<file path="src/logic/core_macros.svh">
`ifndef CORE_MACROS_SVH
`define CORE_MACROS_SVH

// data path
`define CORE_XLEN           32
`define CORE_REG_ADDR_W     5
`define CORE_IMM_W          16

// opcode field width, eight operations
`define CORE_OP_W           3

// data memory, word indexed
`define CORE_DMEM_ADDR_W    6
`define CORE_DMEM_WORDS     (1 << `CORE_DMEM_ADDR_W)

`endif
</file>
<file path="src/logic/isa_pkg.sv">
`include "core_macros.svh"

package isa_pkg;

    typedef logic [`CORE_XLEN-1:0]       word_t;
    typedef logic [`CORE_REG_ADDR_W-1:0] reg_addr_t;
    typedef logic [`CORE_IMM_W-1:0]      imm_t;

    // register-register ops first, then the immediate forms
    typedef enum logic [`CORE_OP_W-1:0] {
        OP_ADD  = 3'd0,
        OP_SUB  = 3'd1,
        OP_AND  = 3'd2,
        OP_OR   = 3'd3,
        OP_XOR  = 3'd4,
        OP_ADDI = 3'd5,
        OP_LW   = 3'd6,
        OP_SW   = 3'd7
    } op_e;

    // sw takes its data from rt, rd is ignored
    typedef struct packed {
        op_e       op;
        reg_addr_t rd;
        reg_addr_t rs;
        reg_addr_t rt;
        imm_t      imm;
    } inst_t;

endpackage

</file>
<file path="src/logic/pipe_pkg.sv">
`include "core_macros.svh"

package pipe_pkg;

    import isa_pkg::*;

    typedef logic [`CORE_DMEM_ADDR_W-1:0] dmem_idx_t;

    // issue -> exe, operands already forwarded
    typedef struct packed {
        op_e       op;
        reg_addr_t rd;       // zero for sw
        word_t     rs_value;
        word_t     rt_value;
        word_t     imm;      // sign extended
    } issue_to_exe_t;

    // what issue sees of the instruction in exe
    typedef struct packed {
        logic      valid;
        logic      is_load;  // value not ready yet
        reg_addr_t dest;
        word_t     value;
    } exe_fwd_t;

    typedef struct packed {
        logic      is_load;
        reg_addr_t dest;
        logic      writes_reg;
        word_t     alu_value;
    } exe_to_wb_t;

    typedef struct packed {
        logic      wen;
        reg_addr_t wnum;
        word_t     wdata;
    } rf_write_t;

    // debug view of every retiring instruction
    typedef struct packed {
        logic      retire;
        rf_write_t rf;
    } trace_t;

endpackage

</file>
<file path="src/logic/issue_stage.sv">
module issue_stage (
    input  logic                    inst_valid,
    input  isa_pkg::inst_t          inst,
    output logic                    inst_ready,
    output isa_pkg::reg_addr_t      rs_addr,
    output isa_pkg::reg_addr_t      rt_addr,
    input  isa_pkg::word_t          rs_data,
    input  isa_pkg::word_t          rt_data,
    input  pipe_pkg::exe_fwd_t      exe_fwd,
    input  pipe_pkg::rf_write_t     rf_write,
    output logic                    issue_valid,
    output pipe_pkg::issue_to_exe_t issue_bus
);
    import isa_pkg::*;
    import pipe_pkg::*;

    logic  uses_rt;
    logic  rs_hit_load;
    logic  rt_hit_load;
    logic  load_use;
    word_t rs_value;
    word_t rt_value;

    // exe first, then wb, then the register file
    function automatic word_t fwd_select(
        input reg_addr_t num,
        input word_t     rf_value,
        input exe_fwd_t  exe,
        input rf_write_t wb
    );
        word_t result;
        if (num == '0) begin
            result = '0;
        end else if (exe.valid && !exe.is_load && exe.dest == num) begin
            result = exe.value;
        end else if (wb.wen && wb.wnum == num) begin
            result = wb.wdata;
        end else begin
            result = rf_value;
        end
        return result;
    endfunction

    always_comb begin
        case (inst.op)
            OP_ADD, OP_SUB, OP_AND, OP_OR, OP_XOR, OP_SW: uses_rt = 1'b1;
            default:                                      uses_rt = 1'b0;  // addi, lw
        endcase
    end

    assign rs_addr = inst.rs;
    assign rt_addr = inst.rt;

    // load result only exists in wb, so hold the consumer one cycle
    assign rs_hit_load = exe_fwd.dest == inst.rs;
    assign rt_hit_load = uses_rt && exe_fwd.dest == inst.rt;

    assign load_use = inst_valid && exe_fwd.valid && exe_fwd.is_load
                   && exe_fwd.dest != '0 && (rs_hit_load || rt_hit_load);

    assign inst_ready  = !load_use;
    assign issue_valid = inst_valid && !load_use;  // bubble while stalled

    assign rs_value = fwd_select(inst.rs, rs_data, exe_fwd, rf_write);
    assign rt_value = fwd_select(inst.rt, rt_data, exe_fwd, rf_write);

    always_comb begin
        issue_bus.op       = inst.op;
        issue_bus.rd       = (inst.op == OP_SW) ? '0 : inst.rd;  // stores never write
        issue_bus.rs_value = rs_value;
        issue_bus.rt_value = rt_value;
        issue_bus.imm      = word_t'(signed'(inst.imm));
    end

endmodule

</file>
<file path="config.mk">
export PLATFORM = sky130hd
export DESIGN_NAME = issue_stage
export DESIGN_NICKNAME = d
export VERILOG_FILES = /design/src/logic/isa_pkg.sv /design/src/logic/pipe_pkg.sv /design/src/logic/issue_stage.sv
export VERILOG_INCLUDE_DIRS = /design/src /design/src/logic
export SDC_FILE = /design/constraint.sdc
export NUM_CORES = 1
export LEC_CHECK = 0
export BUFFER_PORTS_ARGS = -buffer_cell sky130_fd_sc_hd__clkbuf_2
export CORE_AREA = 2 2 114 116
export DETAILED_ROUTE_END_ITERATION = 8
export DIE_AREA = 0 0 116 118
export PLACE_DENSITY = 0.62
export SYNTH_ARGS = -nofsm -noshare
export SYNTH_HDL_FRONTEND = slang
export SYNTH_SLANG_ARGS = --single-unit
</file>
<file path="constraint.sdc">
create_clock -name vclk -period 1.3
set_clock_uncertainty 0.2 [all_clocks]
set_input_delay 0 -clock vclk [all_inputs]
set_output_delay 0 -clock vclk [all_outputs]
set_load 0.1 [all_outputs]
</file>
==> reports/results.tsv, run 1 <==
stage	metric	value	unit
status	outcome	finished with violations	
status	violated checks	setup timing	
sta	maximum clock frequency	0.538	GHz
placement	Placed Area	4780	um^2
global_route	pin count of the biggest net entering global routing	21	
worst_setup_path	WP data required	1100	ps
layout	ant diodes	0	
drt	Final ANT Viol Nets	0	
sta	RSZ-0062 raised after global routing	true	
synth	Synth Area in Compound Gates	0.397	
layout	Storage cell area	0	um^2
sta	setup slack after layout	-560	ps
sta	fin crit share	1.43	
worst_setup_path	CP Cell Sequence	buf_8, buf_6, xor2_2, nor3_2, nand3_2, or2_4, buf_12, a31oi_2, buf_4, buf_12	
drt	vias per cell	5.07	
global_route	first-pass GRT wire length	21700	um
global_route	GRT overflow	0	
sta	Tmin final	1860	ps
global_route	vias in the first global route	4174	
floorplanning	core area	12400	um^2
floorplanning	# IOs	292	
synth	post-synthesis sequential area ratio	0	
global_route	initial antenna violation count	0	
layout	final core utilization	0.553	
power	VDD IR max	0.379	mV
sta	final hold violation count	0	
power	register share of total power	0	
layout	share of cells above drive strength 1	0.741	
worst_hold_path	Min-Delay Path Depth	3	
placement	routability congestion estimate	0.823	
drt	initial DRC count	191	
synth	Yosys top cell area share	0.214	
sta	Slew @ Worst Pin	1020	ps
drt	WL/cell	20.5	um
drt	TritonRoute pass-1 iters	4	
synth	Post-Syn Nets	570	
power	Switching Share	0.662	
power	Comb power frac	1.000	
worst_setup_path	Critical Path AT	1660	ps
layout	fin area	6870	um^2
power	Design Power	3.95	mW
layout	nets	812	
floorplanning	Die ar.	13700	um^2
layout	Area Overhead vs Synth	202	%
synth	Syn Std Cell Area	2280	um^2
synth	Synth area leaders	nand2_1 21%, o31ai_1 21%, a31oi_1 18%, buf_4 17%, xor2_1 5.8%	
synth	Avg Inst Size Synth	5.78	um^2
layout	most frequent cells in the layout	160 x clkbuf_2, 87 x nand2_1, 81 x buf_12	
power	Net Switching	2.62	mW
floorplanning	die height	118	um
power	Leakage	3.13	nW
floorplanning	Chip Width	116	um
drt	total number of vias	4089	
flow_run	max-cap violations	0	
placement	DP HPWL	10600	um
worst_setup_path	startpoint class of the critical path	input port	
worst_setup_path	Worst path most repeated cell	buf_12	
layout	commonest non-fill, non-tap cell in the layout	clkbuf_2	
global_route	GRT Overall Usage	0.197	
sta	Slew headroom	0.325	
synth	Synth Instances	394	
power	internal power	1.33	mW
synth	post-synthesis mux area share	0	
floorplanning	Initial Util	0.183	
worst_setup_path	CP endpoint kind	primary output	
synth	Post-Synth Simple-Gate Area	0.292	
worst_hold_path	min-delay worst type	input port to primary output	
sta	fin. max-slew vios	0	
placement	IO buf count	244	
layout	fill count	1032	
worst_setup_path	Setup CP Type	input port to primary output	
power	Clock power frac	0	
placement	post-place setup slack	-637	ps
floorplanning	Cell Rows	41	
layout	Non-Filler Instances	806	
worst_hold_path	hold endpoint	inst_ready	
synth	Yosys cell types	22	
worst_setup_path	CP max-delay cell	or2_4	
synth	xor and xnor area share after synthesis	0.0808	
drt	drt total wl	16500	um
sta	final setup vio count	83	
placement	Cells after DPL	777	
synth	synthesized-area fraction occupied by adder cells	0	
synth	Ys Warns	0	
worst_setup_path	max incr delay on CP	300	ps
layout	clkbuf count	0	
drt	# DRC	0	
synth	main combinational cell family by area after synthesis	compound AO/OA/AOI/OAI gates	
power	Power Dens Cells	575	nW/um^2
worst_hold_path	hold path start	inst_valid	
layout	seq_cells	0	
synth	Synth area leader	nand2_1	
worst_setup_path	largest fanout on the critical path	9	
-- how the worst max path moves through the flow --
stage | startpoint | endpoint | cells past startpoint
finish | inst[19] | issue_bus[48] | 10
global route | inst[25] | issue_bus[85] | 10
floorplan | rf_write[36] | issue_bus[34] | 7
CTS | inst[18] | issue_bus[56] | 8
global placement | rf_write[36] | issue_bus[45] | 8
detailed placement | inst[22] | issue_bus[80] | 8
-- kinds of logic after synthesis --
| logic type | after synthesis |
|---|---|
| xor+xnor | 21 |
| compound gates | 131 |
| simple gates | 156 |
| buf+inv | 86 |
-- per-stage QoR --
step | TNS (ps) | hold slack, ps
after floorplan | -85370 | 11.0
after global placement | -37530 | -199
after detailed placement | -38870 | -199
after CTS | -37490 | 157
after global routing | -40330 | 168
final | -34560 | 156
-- synthesized netlist by cell type --
library cell	n
and3_1	2
xnor2_1	6
nor2_1	2
buf_4	51
o311a_1	1
nand2_1	130
nand3_2	2
a31oi_1	64
o21ai_0	1
nand3_1	4
buf_2	8
xor2_1	15
o31ai_1	64
and2_1	6
nor3_2	2
or2_1	2
nand2b_1	1
or3_1	1
clkbuf_1	27
a21boi_0	1
nor3_1	2
nor4_2	2
-- critical path, delay by kind of cell --
| kind | cells | cell delay [ps] |
|---|---|---|
| AOI/OAI and AO/OA | 1 | 150 |
| xor gates and xnor gates | 1 | 140 |
| buffers and inverters | 5 | 690 |
| and+or+nand+nor | 3 | 660 |
-- power groups by stage --
stage	Clock [mW]	Combinational, mW	Sequential, mW
global route	0	4.06	0
floorplan	0	2.24	0
CTS	0	3.59	0
global placement	0	2.99	0
detailed placement	0	3.01	0
finish	0	3.95	0
-- repair_timing --
action / in CTS / in global routing
hold buffers: 16 / 0
gates cloned: 1 / 8
pin swaps: 14 / 74
resized for setup: 87 / 230
endpoints found under the hold margin: 32 / 0
setup buffers: 4 / 0
endpoints found under the setup margin: 66 / 98
-- area by class of cell --
| cell class | instances | area (um^2) | area share |
|---|---|---|---|
| multi-input combinational | 308 | 3270 | 0.476 |
| tap | 172 | 215 | 0.0313 |
| timing repair buffer | 326 | 3380 | 0.492 |
-- per-layer routing --
metal | routed length (um) | track usage
met5 | 0 | 0
met4 | 262 | 0.0461
met3 | 932 | 0.0160
met2 | 9040 | 0.376
met1 | 6250 | 0.232
Power figures use the tool's default switching activity.
==> run 2: changes to the inputs <==
--- a/config.mk
+++ b/config.mk
@@ -7,10 +7,12 @@
 export NUM_CORES = 1
 export LEC_CHECK = 0
 export BUFFER_PORTS_ARGS = -buffer_cell sky130_fd_sc_hd__clkbuf_2
+export CAP_MARGIN = 40
 export CORE_AREA = 2 2 114 116
 export DETAILED_ROUTE_END_ITERATION = 8
 export DIE_AREA = 0 0 116 118
 export PLACE_DENSITY = 0.62
+export RECOVER_POWER = 100
 export SYNTH_ARGS = -nofsm -noshare
 export SYNTH_HDL_FRONTEND = slang
 export SYNTH_SLANG_ARGS = --single-unit
==> run 2 against run 1 <==
  * Maximum frequency up 1.3%
  * Worst hold slack about the same
  * Clock-buffer cell count unchanged
  * Die area unchanged
  * The flow still finishes with violations (setup timing)
  * Largest power group unchanged
==> reports/results.tsv, run 2 (synthesis results as in run 1) <==
stage	metric	value	unit	change
placement	Placed Area	4780	um^2	unchanged
power	Leakage	3.05	nW	-2.5%
sta	maximum clock frequency	0.544	GHz	+1.3%
layout	fin area	6890	um^2	+0.35%
worst_setup_path	CP Cell Sequence	clkbuf_2, buf_4, xor2_1, nor3_2, nand3_2, or2_4, buf_12, a31oi_1, buf_4, buf_12		
flow_run	max-cap violations	0		unchanged
layout	commonest non-fill, non-tap cell in the layout	clkbuf_2		
layout	share of cells above drive strength 1	0.753		+0.0114
drt	initial DRC count	190		-0.52%
layout	fill count	1038		+0.58%
layout	Area Overhead vs Synth	203	%	
worst_hold_path	min-delay worst type	input port to primary output		
layout	area of the multi-input gates	3260	um^2	-0.23%
layout	clkbuf count	0		unchanged
layout	seq_cells	0		unchanged
power	Power Dens Cells	577	nW/um^2	+0.32%
placement	routability congestion estimate	0.823		unchanged
global_route	initial antenna violation count	0		unchanged
drt	Final ANT Viol Nets	0		unchanged
worst_setup_path	Critical Path AT	1640	ps	-20 ps
worst_setup_path	largest fanout on the critical path	17		+8
drt	vias per cell	5.14		+1.3%
layout	nets	821		+1.1%
status	violated checks	setup timing		
floorplanning	core area	12400	um^2	unchanged
drt	WL/cell	20.2	um	-1.3%
sta	WHS	157	ps	+0.482 ps
sta	Tmin final	1840	ps	-23.1 ps
global_route	GRT Overall Usage	0.197		unchanged
status	outcome	finished with violations		
floorplanning	die height	118	um	unchanged
floorplanning	Cell Rows	41		unchanged
floorplanning	# IOs	292		unchanged
drt	drt total wl	16500	um	-0.20%
worst_setup_path	CP endpoint kind	primary output		
placement	IO buf count	244		unchanged
sta	setup slack after layout	-537	ps	+23.1 ps
global_route	GRT overflow	0		unchanged
floorplanning	Die ar.	13700	um^2	unchanged
layout	Storage cell area	0	um^2	unchanged
layout	most frequent cells in the layout	163 x clkbuf_2, 82 x buf_12, 78 x nand2_1		
worst_setup_path	Setup CP Type	input port to primary output		
power	VDD IR max	0.384	mV	+1.4%
drt	TritonRoute pass-1 iters	6		+2
sta	fin crit share	1.41		-0.0178
global_route	first-pass GRT wire length	21700	um	unchanged
floorplanning	Initial Util	0.183		unchanged
worst_setup_path	CP max-delay cell	or2_4		
sta	Slew headroom	0.354		+0.0288
sta	final setup vio count	83		unchanged
layout	ant diodes	0		unchanged
drt	# DRC	0		unchanged
floorplanning	Chip Width	116	um	unchanged
worst_setup_path	WP data required	1100	ps	about the same
global_route	pin count of the biggest net entering global routing	21		unchanged
sta	RSZ-0062 raised after global routing	true		
sta	Slew @ Worst Pin	974	ps	-43.4 ps
placement	DP HPWL	10600	um	unchanged
worst_setup_path	startpoint class of the critical path	input port		
sta	final hold violation count	0		unchanged
drt	total number of vias	4187		+2.4%
worst_setup_path	max incr delay on CP	290	ps	about the same
global_route	vias in the first global route	4174		unchanged
sta	fin. max-slew vios	0		unchanged
-- run 2: cell types whose count changed in the layout (fill, tap and decap cells not counted), moves of 3 or more --
| cell | previous run | this run |
|---|---|---|
| buf_8 | 6 | 14 |
| and2_0 | 0 | 5 |
| nand2_1 | 87 | 78 |
| nand2_2 | 19 | 29 |
| dlygate4sd3_1 | 0 | 11 |
| buf_4 | 45 | 39 |
| o31ai_1 | 32 | 28 |
| clkbuf_2 | 160 | 163 |
| and2_1 | 6 | 1 |
| dlymetal6s4s_1 | 15 | 4 |
| o31ai_2 | 19 | 25 |
| clkbuf_1 | 0 | 4 |
| clkbuf_16 | 8 | 5 |
| xor2_1 | 7 | 11 |
-- run 2: worst paths after layout --
path | from | to | slack [ps] | cells past startpoint
max | inst[25] | issue_bus[73] | -540 | 10
min | inst_valid | inst_ready | 160 | 3
-- run 2: where the power goes --
group	switching, mW	total [mW]	internal [mW]
Combinational	2.63	3.98	1.35
Sequential	0	0	0
Clock	0	0	0
-- run 2: through the flow --
stage | setup TNS [ps] | total power [mW] | setup slack, ps | util | std cells
after CTS | -37490 | 3.59 | -552 | 0.442 | 798
after global placement | -37530 | 2.99 | -634 | 0.385 | 777
after global routing | -39640 | 4.09 | -638 | 0.555 | 815
final | -34740 | 3.98 | -537 | 0.555 | 815
after floorplan | -85370 | 2.24 | -1370 | - | 394
after detailed placement | -38870 | 3.01 | -637 | 0.385 | 777
-- run 2: metal layers --
| metal | vias to the layer above | part of all wire | GRT usage |
|---|---|---|---|
| met1 | 2023 | 0.37 | 0.232 |
| met2 | 237 | 0.55 | 0.376 |
| met5 | - | 0 | 0 |
| met3 | 32 | 0.060 | 0.0160 |
| met4 | 0 | 0.020 | 0.0461 |
| li1 | 1895 | - | - |
-- run 2: timing repair --
action,4_1_cts,5_1_grt
gates resized for setup,87,209
hold buffers,16,0
buffers inserted,4,2
hold endpoints to repair,32,0
setup endpoints to repair,66,87
cloned,1,5
pin swaps,14,64
-- run 2: area by class of cell --
class	count	share of cell area
repair buffers	335	0.495
multi-input cells	308	0.474
well taps	172	0.0312
-- run 2: worst max-delay path, delay by kind of cell --
kind	cells	cell delay, ps
buf+inv	5	740
compound gates	1	160
simple gates	3	560
xor+xnor	1	160
