==> src/logic/core_macros.svh <==
`ifndef CORE_MACROS_SVH
`define CORE_MACROS_SVH

// data path
`define CORE_XLEN           32
`define CORE_REG_ADDR_W     5
`define CORE_IMM_W          16

// opcode field width, eight operations
`define CORE_OP_W           3

// data memory, word indexed
`define CORE_DMEM_ADDR_W    6
`define CORE_DMEM_WORDS     (1 << `CORE_DMEM_ADDR_W)

`endif
==> src/logic/isa_pkg.sv <==
`include "core_macros.svh"

package isa_pkg;

    typedef logic [`CORE_XLEN-1:0]       word_t;
    typedef logic [`CORE_REG_ADDR_W-1:0] reg_addr_t;
    typedef logic [`CORE_IMM_W-1:0]      imm_t;

    // register-register ops first, then the immediate forms
    typedef enum logic [`CORE_OP_W-1:0] {
        OP_ADD  = 3'd0,
        OP_SUB  = 3'd1,
        OP_AND  = 3'd2,
        OP_OR   = 3'd3,
        OP_XOR  = 3'd4,
        OP_ADDI = 3'd5,
        OP_LW   = 3'd6,
        OP_SW   = 3'd7
    } op_e;

    // sw takes its data from rt, rd is ignored
    typedef struct packed {
        op_e       op;
        reg_addr_t rd;
        reg_addr_t rs;
        reg_addr_t rt;
        imm_t      imm;
    } inst_t;

endpackage

==> src/logic/pipe_pkg.sv <==
`include "core_macros.svh"

package pipe_pkg;

    import isa_pkg::*;

    typedef logic [`CORE_DMEM_ADDR_W-1:0] dmem_idx_t;

    // issue -> exe, operands already forwarded
    typedef struct packed {
        op_e       op;
        reg_addr_t rd;       // zero for sw
        word_t     rs_value;
        word_t     rt_value;
        word_t     imm;      // sign extended
    } issue_to_exe_t;

    // what issue sees of the instruction in exe
    typedef struct packed {
        logic      valid;
        logic      is_load;  // value not ready yet
        reg_addr_t dest;
        word_t     value;
    } exe_fwd_t;

    typedef struct packed {
        logic      is_load;
        reg_addr_t dest;
        logic      writes_reg;
        word_t     alu_value;
    } exe_to_wb_t;

    typedef struct packed {
        logic      wen;
        reg_addr_t wnum;
        word_t     wdata;
    } rf_write_t;

    // debug view of every retiring instruction
    typedef struct packed {
        logic      retire;
        rf_write_t rf;
    } trace_t;

endpackage

==> src/logic/wb_stage.sv <==
module wb_stage (
    input  logic                 aclk,
    input  logic                 reset,
    input  logic                 wb_valid,
    input  pipe_pkg::exe_to_wb_t wb_bus,
    input  isa_pkg::word_t       load_data,
    output pipe_pkg::rf_write_t  rf_write,
    output pipe_pkg::trace_t     trace
);
    import isa_pkg::*;
    import pipe_pkg::*;

    logic       ws_valid;
    exe_to_wb_t ws_bus;
    word_t      final_result;

    always_ff @(posedge aclk) begin
        if (reset) begin
            ws_valid <= 1'b0;
        end else begin
            ws_valid <= wb_valid;
        end
    end

    always_ff @(posedge aclk) begin
        ws_bus <= wb_bus;
    end

    // memory word for lw, alu value for everything else
    assign final_result = ws_bus.is_load ? load_data : ws_bus.alu_value;

    always_comb begin
        rf_write.wen   = ws_valid && ws_bus.writes_reg;  // stores and r0 stay quiet
        rf_write.wnum  = ws_bus.dest;
        rf_write.wdata = final_result;
    end

    // retire marks every instruction, even one that writes nothing
    assign trace.retire = ws_valid;
    assign trace.rf     = rf_write;

endmodule

==> config.mk <==
export PLATFORM = sky130hd
export DESIGN_NAME = wb_stage
export DESIGN_NICKNAME = d
export VERILOG_FILES = /design/src/logic/isa_pkg.sv /design/src/logic/pipe_pkg.sv /design/src/logic/wb_stage.sv
export VERILOG_INCLUDE_DIRS = /design/src /design/src/logic
export SDC_FILE = /design/constraint.sdc
export NUM_CORES = 1
export LEC_CHECK = 0
export BUFFER_PORTS_ARGS = -buffer_cell sky130_fd_sc_hd__buf_2
export CAP_MARGIN = 30
export CORE_MARGIN = 2
export CORE_UTILIZATION = 40
export DETAILED_ROUTE_END_ITERATION = 7
export PLACE_DENSITY_LB_ADDON = 0.25
export SYNTH_ARGS = -nofsm -noshare
export SYNTH_HDL_FRONTEND = slang
export SYNTH_SLANG_ARGS = --single-unit
==> constraint.sdc <==
create_clock -name aclk -period 4.1 [get_ports aclk]
set_clock_uncertainty 0.2 [all_clocks]
set_input_delay 1.23 -clock aclk [delete_from_list [all_inputs] [get_ports aclk]]
set_output_delay 1.23 -clock aclk [all_outputs]
set_load 0.05 [all_outputs]
==> impl_metrics.yaml, run 1 <==
sta:
  setup_violations: 0
  relSlewSlack: 0.559
  finalHoldViolations: 0
  timing.final.crit_share: 0.806
  rsz0062_at_grt: "no"
  fmax_mhz: 303
  drv_slew: 0
  period_needed_ns: 3.30
  tightest_slew_ns: 0.662
  fin_setup_tns_ns: 0
global_routing:
  grt_remaining_overflow: 0
  grt_pass1_wl_microns: 3840
  antenna_found_initial: 0
  grt_max_degree: 23
  grt_pass1_vias: 960
  grt_use_total: 0.119
route:
  viasPerCell: 4.06
  antenna_left: 0
  wl_microns: 3080
  wire_per_inst_microns: 10.9
  drtIter0Drc: 1
  vias: 1152
  dr.pass1.iters: 3
  drc: 0
yosys:
  syn_nets: 196
  ys_seq_elements: 40
  synth_top_area_cell: "dfxtp_1"
  synth_cell_types: 8
  synth-edff-count: 0
  synth.most_common_cell: "buf_4"
  netlist_instances: 122
  synthTopCellsByArea: "dfxtp_1 (47%), mux2_4 (27%), buf_4 (20%)"
  yosysWarnings: 0
  synth_commonest_cells: "buf_4 (44), dfxtp_1 (40), mux2_4 (30)"
  ys_dominant_reg_cell: "dfxtp_1"
  async_flop_share: 0
  seq_area_frac_synth: 0.474
  synth_top_cell_area_share: 0.474
  syn_area_sq_mm: 0.00169
  avgSynthCellArea_sq_um: 13.8
cts:
  cts_made_buffers: 5
  cts_setup_buffers: 0
  root_buffer: "clkbuf_8"
  clk_pin_slew_ns: 0.08
  htree_levels: 2
  cts_max_path_buffers: 2
  cts_sinks: 40
  cts_resized: 0
  cts_tree: "yes"
  hold_buffers: 0
placement:
  numPortBuffers: 150
  globalplace.congestion: 0.710
  dpl_cell_area_sq_mm: 0.00212
worst_setup_path:
  critical_path_required_ns: 2.67
  worstSetupEndpointType: "output port"
  critical_path_class: "reg -> out"
  startpoint_type: "flip-flop"
  arrival_ns: 1.87
  cp_max_fo: 22
power_and_ir_drop:
  swShare: 0.348
  p_leak_nw: 1.26
  powerDensity_mw_per_mm2: 485
  p_comb_frac: 0.311
  power.net_switching_w: 0.000377
  p_int_w: 0.000707
  ir_worst_vdd_mv: 0.286
  sequentialPowerShare: 0.388
  clockPowerShare: 0.301
finish:
  final-seq-area_sq_um: 802
  multi_input_area_sq_um: 485
  antenna_cells: 0
  fin_nets: 307
  stdcell_area_sq_mm: 0.00224
  drive_gt1_frac: 0.825
  nFillCells: 338
  area_delta_synth_final_pct: 32.5
floorplan:
  start_util: 0.419
  io_pins: 151
  die-area_sq_mm: 0.00476
  num_rows: 23
  core_area_sq_mm: 0.00403
  die_w_microns: 69.0
  die_h_microns: 69.0
outcome:
  outcome: "finished, final reports clean"
flow_run:
  cap_violations: 0
worst_hold_path:
  hold_class: "in -> reg"
## final timing paths
check / start / to / slack, ns / cells past startpoint
setup / recovery: ws_bus[38] / trace[23] / 0.80 / 3
hold / removal: wb_bus[13] / ws_bus[13] / 0.84 / 1
## flip-flops by register name (all words and copies together), names as in the netlist
register  cells
rf_write      5
ws_bus       34
ws_valid      1
## metal layers
layer  share of wire  track usage  wire, microns
met1            0.30       0.0990            917
met2            0.55        0.220           1690
met3            0.14       0.0649            440
met4           0.011       0.0662             35
met5               0            0              0
## power groups by stage
stage	Combinational (W)	Clock, W	Sequential (W)
2_1_floorplan	0.000312	0	0.000423
3_5_place_dp	0.000340	0	0.000430
5_1_grt	0.000355	0.000359	0.000423
6_report	0.000338	0.000326	0.000420
3_3_place_gp	0.000338	0	0.000429
4_1_cts	0.000341	0.000340	0.000421
## through the flow
| stage | util | instances | hold slack (ns) | worst slack [ns] | total power (W) |
|---|---|---|---|---|---|
| 6_report | 0.555 | 284 | 0.840 | 0.797 | 0.00108 |
| 5_1_grt | 0.555 | 284 | 0.815 | 0.658 | 0.00114 |
| 4_1_cts | 0.555 | 284 | 0.825 | 0.727 | 0.00110 |
| 3_5_place_dp | 0.525 | 276 | 1.13 | 0.867 | 0.000770 |
| 3_3_place_gp | 0.525 | 276 | 1.13 | 0.867 | 0.000767 |
| 2_1_floorplan | - | 122 | 1.06 | 0.823 | 0.000735 |
## worst max-delay path: stages (launching register included)
cell     delay, ns
dfxtp_2       0.76
buf_4         0.29
mux2_4        0.31
buf_2         0.21
## cells in the final DEF (no fill, tap or decap)
cell	count
buf_4	2
mux2_2	2
nor2b_1	1
mux2_4	30
and2_1	1
dfxtp_2	1
clkinv_4	1
clkbuf_8	6
dfxtp_1	39
bufinv_16	1
buf_2	150
## cell type report
type / instances / area share
clock inverters: 2 / 0.0173
flip-flops and latches: 40 / 0.359
multi-input cells: 34 / 0.217
clock buffers: 6 / 0.0369
well taps: 50 / 0.0280
repair buffers: 152 / 0.342
## cell families (layout without fill, tap and decap cells)
family	after synthesis	in the layout	synth area share
and+or+nand+nor	2	2	0.00742
buffers and inverters	48	160	0.238
DFF	40	40	0.474
muxes	32	32	0.280
Power figures use the tool's default switching activity.
==> run 2, diff against run 1 <==
Settings changed: CORE_UTILIZATION 40 to 33.
Clock period 4.1 ns to 2.7 ns, I/O delays scaled along.
==> run 2 against run 1 <==
  * Final cell count grew 6.7%
  * Sequential cell count is the same
  * Non-clock buffer count is the same
  * Critical path type unchanged
  * Largest cell class unchanged
==> impl_metrics.yaml, run 2 (same netlist as run 1, synthesis figures left out) <==
route:
  dr.pass1.iters: 2
  wl_microns: 3320
  vias: 1166
  drc: 0
  wire_per_inst_microns: 11.0
  antenna_left: 0
  viasPerCell: 3.85
  drtIter0Drc: 11
floorplan:
  die-area_sq_mm: 0.00570
  die_w_microns: 75.5
  io_pins: 151
  num_rows: 26
  die_h_microns: 75.5
  start_util: 0.337
  core_area_sq_mm: 0.00501
outcome:
  outcome: "finished, final reports clean"
finish:
  area_delta_synth_final_pct: 34.0
  largest_reg_flops: 34
  fin_nets: 307
  antenna_cells: 0
  fin_util: 0.452
  final_cell_mix: "buf_2 (150), dfxtp_1 (39), mux2_4 (30)"
  layout_commonest_cell: "buf_2"
  drive_gt1_frac: 0.824
  top_register: "ws_bus"
  stdcell_area_sq_mm: 0.00226
  nFillCells: 497
worst_setup_path:
  worstSetupEndpointType: "output port"
  path_cells: "buf_12 > mux2_4 > buf_2"
  startpoint_type: "flip-flop"
  critical_path_class: "reg -> out"
  worst_path_largest_cell_delay_ns: 0.56
  critPathSlowestCell: "dfxtp_2"
  cpLargestDelayFamily: "flip-flops"
  critical_path_buf_inv_count: 2
  critical_path_required_ns: 1.69
  cp_max_fo: 13
  arrival_ns: 1.58
sta:
  drv_slew: 0
  setup_violations: 0
  timing.final.crit_share: 0.959
  fin_setup_tns_ns: 0
  tightest_slew_ns: 0.372
  period_needed_ns: 2.59
  relSlewSlack: 0.752
  rsz0062_at_grt: "no"
  finalHoldViolations: 0
  fmax_mhz: 386
power_and_ir_drop:
  p_int_w: 0.00100
  power.net_switching_w: 0.000567
  sequentialPowerShare: 0.404
  clockPowerShare: 0.262
  ir_worst_vdd_mv: 0.349
  swShare: 0.361
  p_leak_nw: 1.26
  p_comb_frac: 0.333
  powerDensity_mw_per_mm2: 694
cts:
  root_buffer: "clkbuf_8"
  cts_made_buffers: 5
  clk_pin_slew_ns: 0.07
  cts_resized: 0
  cts_setup_buffers: 0
  cts_sinks: 40
  hold_buffers: 0
  htree_levels: 2
  cts_tree: "yes"
  cts_max_path_buffers: 2
global_routing:
  antenna_found_initial: 0
  grt_remaining_overflow: 0
  grt_use_total: 0.107
  grt_max_degree: 14
  grt_pass1_wl_microns: 4400
  grt_pass1_vias: 1059
worst_hold_path:
  hold_class: "in -> reg"
placement:
  dpl_cell_area_sq_mm: 0.00217
  numPortBuffers: 150
  dp.final_hpwl_microns: 2770
  globalplace.congestion: 0.691
flow_run:
  cap_violations: 0
## run 2: worst paths after layout
| kind | start | slack (ns) | end | cells past startpoint |
|---|---|---|---|---|
| worst max-delay path | ws_bus[38] | 0.11 | rf_write[25] | 3 |
| worst min-delay path | wb_bus[29] | 0.42 | ws_bus[29] | 1 |
## run 2: area by class of cell
cell class | instances | area, sq um | area share
flip-flops and latches | 40 | 802 | 0.355
well taps | 70 | 87.6 | 0.0387
repair buffers | 152 | 791 | 0.350
multi-input cells | 34 | 485 | 0.215
clock buffers | 7 | 96.3 | 0.0426
## run 2: power groups by stage
| stage | Clock, W | Sequential (W) | Combinational (W) |
|---|---|---|---|
| floorplan | 0 | 0.000642 | 0.000474 |
| global placement | 0 | 0.000648 | 0.000523 |
| detailed placement | 0 | 0.000649 | 0.000527 |
| CTS | 0.000439 | 0.000635 | 0.000528 |
| global route | 0.000460 | 0.000637 | 0.000548 |
| finish | 0.000412 | 0.000635 | 0.000523 |
## run 2: layer usage
layer / wire [microns] / global-route usage
met3: 373 / 0.0437
met5: 0 / 0
met2: 1770 / 0.203
met4: 57 / 0.0526
met1: 1120 / 0.0979
## run 2: per-stage QoR
| step | instances | hold WS (ns) | setup WS, ns | total power, W |
|---|---|---|---|---|
| after detailed placement | 296 | 0.714 | 0.294 | 0.00118 |
| after floorplan | 122 | 0.638 | 0.263 | 0.00112 |
| after global placement | 296 | 0.712 | 0.309 | 0.00117 |
| after global routing | 303 | 0.395 | 0.0348 | 0.00164 |
| final | 303 | 0.423 | 0.111 | 0.00157 |
| after CTS | 303 | 0.406 | 0.0792 | 0.00160 |
==> run 3, diff against run 2 <==
==> constraint.sdc (replaced) <==
create_clock -name aclk -period 2.7 [get_ports aclk]
set_clock_uncertainty 0.2 [all_clocks]
set_input_delay 0.27 -clock aclk [delete_from_list [all_inputs] [get_ports aclk]]
set_output_delay 0.27 -clock aclk [all_outputs]
set_load 0.05 [all_outputs]
==> run 3 against run 2 <==
  * Die area did not move
  * Wire length rose by 13%
  * Setup slack improved by 0.38 ns
  * First-iteration DRC count fell by 64%
  * Clock power fell by 4%
  * Critical path type unchanged
  * Critical endpoint is now rf_write[29]
==> impl_metrics.yaml, run 3 (same netlist as run 1, synthesis figures left out) <==
sta:
  finalHoldViolations: 0
  fin_setup_tns_ns: 0
  fmax_mhz: 453
  drv_slew: 0
  timing.final.crit_share: 0.817
  tightest_slew_ns: 0.461
  rsz0062_at_grt: "no"
  relSlewSlack: 0.692
  setup_slack_ns: 0.495
  setup_violations: 0
  period_needed_ns: 2.21
route:
  dr.pass1.iters: 2
  drtIter0Drc: 4
  wire_per_inst_microns: 10.9
  antenna_left: 0
  vias: 1341
  drc: 0
  wl_microns: 3760
  viasPerCell: 3.90
finish:
  drive_gt1_frac: 0.701
  fin_nets: 347
  layout_commonest_cell: "buf_2"
  antenna_cells: 0
  largest_reg_flops: 34
  stdcell_area_sq_mm: 0.00265
  area_delta_synth_final_pct: 56.9
  fin_util: 0.529
  nFillCells: 453
  top_register: "ws_bus"
  final_cell_mix: "buf_2 (150), dlygate4sd3_1 (41), dfxtp_1 (39)"
placement:
  dp.final_hpwl_microns: 2680
  dpl_cell_area_sq_mm: 0.00215
  numPortBuffers: 150
  globalplace.congestion: 0.700
  pre_cts_slack_ns: 0.781
floorplan:
  core_area_sq_mm: 0.00501
  io_pins: 151
  num_rows: 26
  start_util: 0.337
  die_w_microns: 75.5
  die-area_sq_mm: 0.00570
  die_h_microns: 75.5
global_routing:
  antenna_found_initial: 0
  grt_use_total: 0.122
  grt_pass1_vias: 1196
  grt_max_degree: 21
  grt_pass1_wl_microns: 5090
  grt_remaining_overflow: 0
worst_setup_path:
  critPathSlowestCell: "dfxtp_2"
  startpoint_type: "flip-flop"
  path_cells: "buf_12 > mux2_2 > buf_2"
  critical_path_required_ns: 2.23
  arrival_ns: 1.74
  worst_path_largest_cell_delay_ns: 0.62
  worst-path-stages: 3
  critical_path_class: "reg -> out"
  critical_path_buf_inv_count: 2
  cp_max_fo: 20
  worstSetupEndpointType: "output port"
  cpLargestDelayFamily: "flip-flops"
cts:
  cts_setup_buffers: 0
  root_buffer: "clkbuf_8"
  htree_levels: 2
  cts_max_path_buffers: 2
  cts_resized: 0
  clk_pin_slew_ns: 0.07
  cts_tree: "yes"
  cts_made_buffers: 5
  cts_sinks: 40
worst_hold_path:
  hold_depth: 2
  hold_class: "in -> reg"
power_and_ir_drop:
  p_leak_nw: 1.42
  ir_worst_vdd_mv: 0.272
  powerDensity_mw_per_mm2: 603
outcome:
  outcome: "finished, final reports clean"
flow_run:
  cap_violations: 0
==> run 3: cell types whose count changed in the layout (fill, tap and decap cells not counted) <==
cell           before  now
clkbuf_8            7    6
dlygate4sd3_1       0   41
buf_12              2    1
clkinv_2            0    2
==> run 3: worst paths after layout <==
path | startpoint | to | slack [ns]
worst max-delay path | ws_bus[38] | rf_write[29] | 0.49
worst min-delay path | wb_bus[0] | ws_bus[0] | 0.42
==> run 3: timing repair <==
item | in CTS | in global routing
hold buffers | 41 | 0
hold endpoints to repair | 40 | 0
setup endpoints to repair | 0 | 0
==> run 3: power breakdown <==
group / total (W) / leakage (nW) / switching (W) / internal [W]
clock: 0.000396 / 0.0510 / 0.000192 / 0.000204
sequential: 0.000636 / 0.337 / 0.0000144 / 0.000622
combinational: 0.000566 / 1.03 / 0.000377 / 0.000189
total: 0.00160 / 1.42 / 0.000583 / 0.00101
==> run 3: per-layer routing <==
| layer | GRT usage | routed length (microns) |
|---|---|---|
| met2 | 0.243 | 2120 |
| met5 | 0 | 0 |
| met1 | 0.106 | 1250 |
| met3 | 0.0489 | 337 |
| met4 | 0.0526 | 53 |
==> run 3: area by class of cell <==
| type | count | area, sq um | area share |
|---|---|---|---|
| clock inverters | 2 | 10.0 | 0.00378 |
| multi-input cells | 34 | 485 | 0.183 |
| repair buffers | 192 | 1180 | 0.446 |
| clock buffers | 6 | 82.6 | 0.0312 |
| flip-flops and latches | 40 | 802 | 0.303 |
| well taps | 70 | 87.6 | 0.0331 |
==> run 3: metrics by stage <==
stage	std cells	total power (W)	hold WS [ns]
6_report	344	0.00160	0.415
4_1_cts	344	0.00162	0.399
3_5_place_dp	295	0.00117	0.174
3_3_place_gp	295	0.00117	0.172
2_1_floorplan	122	0.00112	0.0977
5_1_grt	344	0.00167	0.407
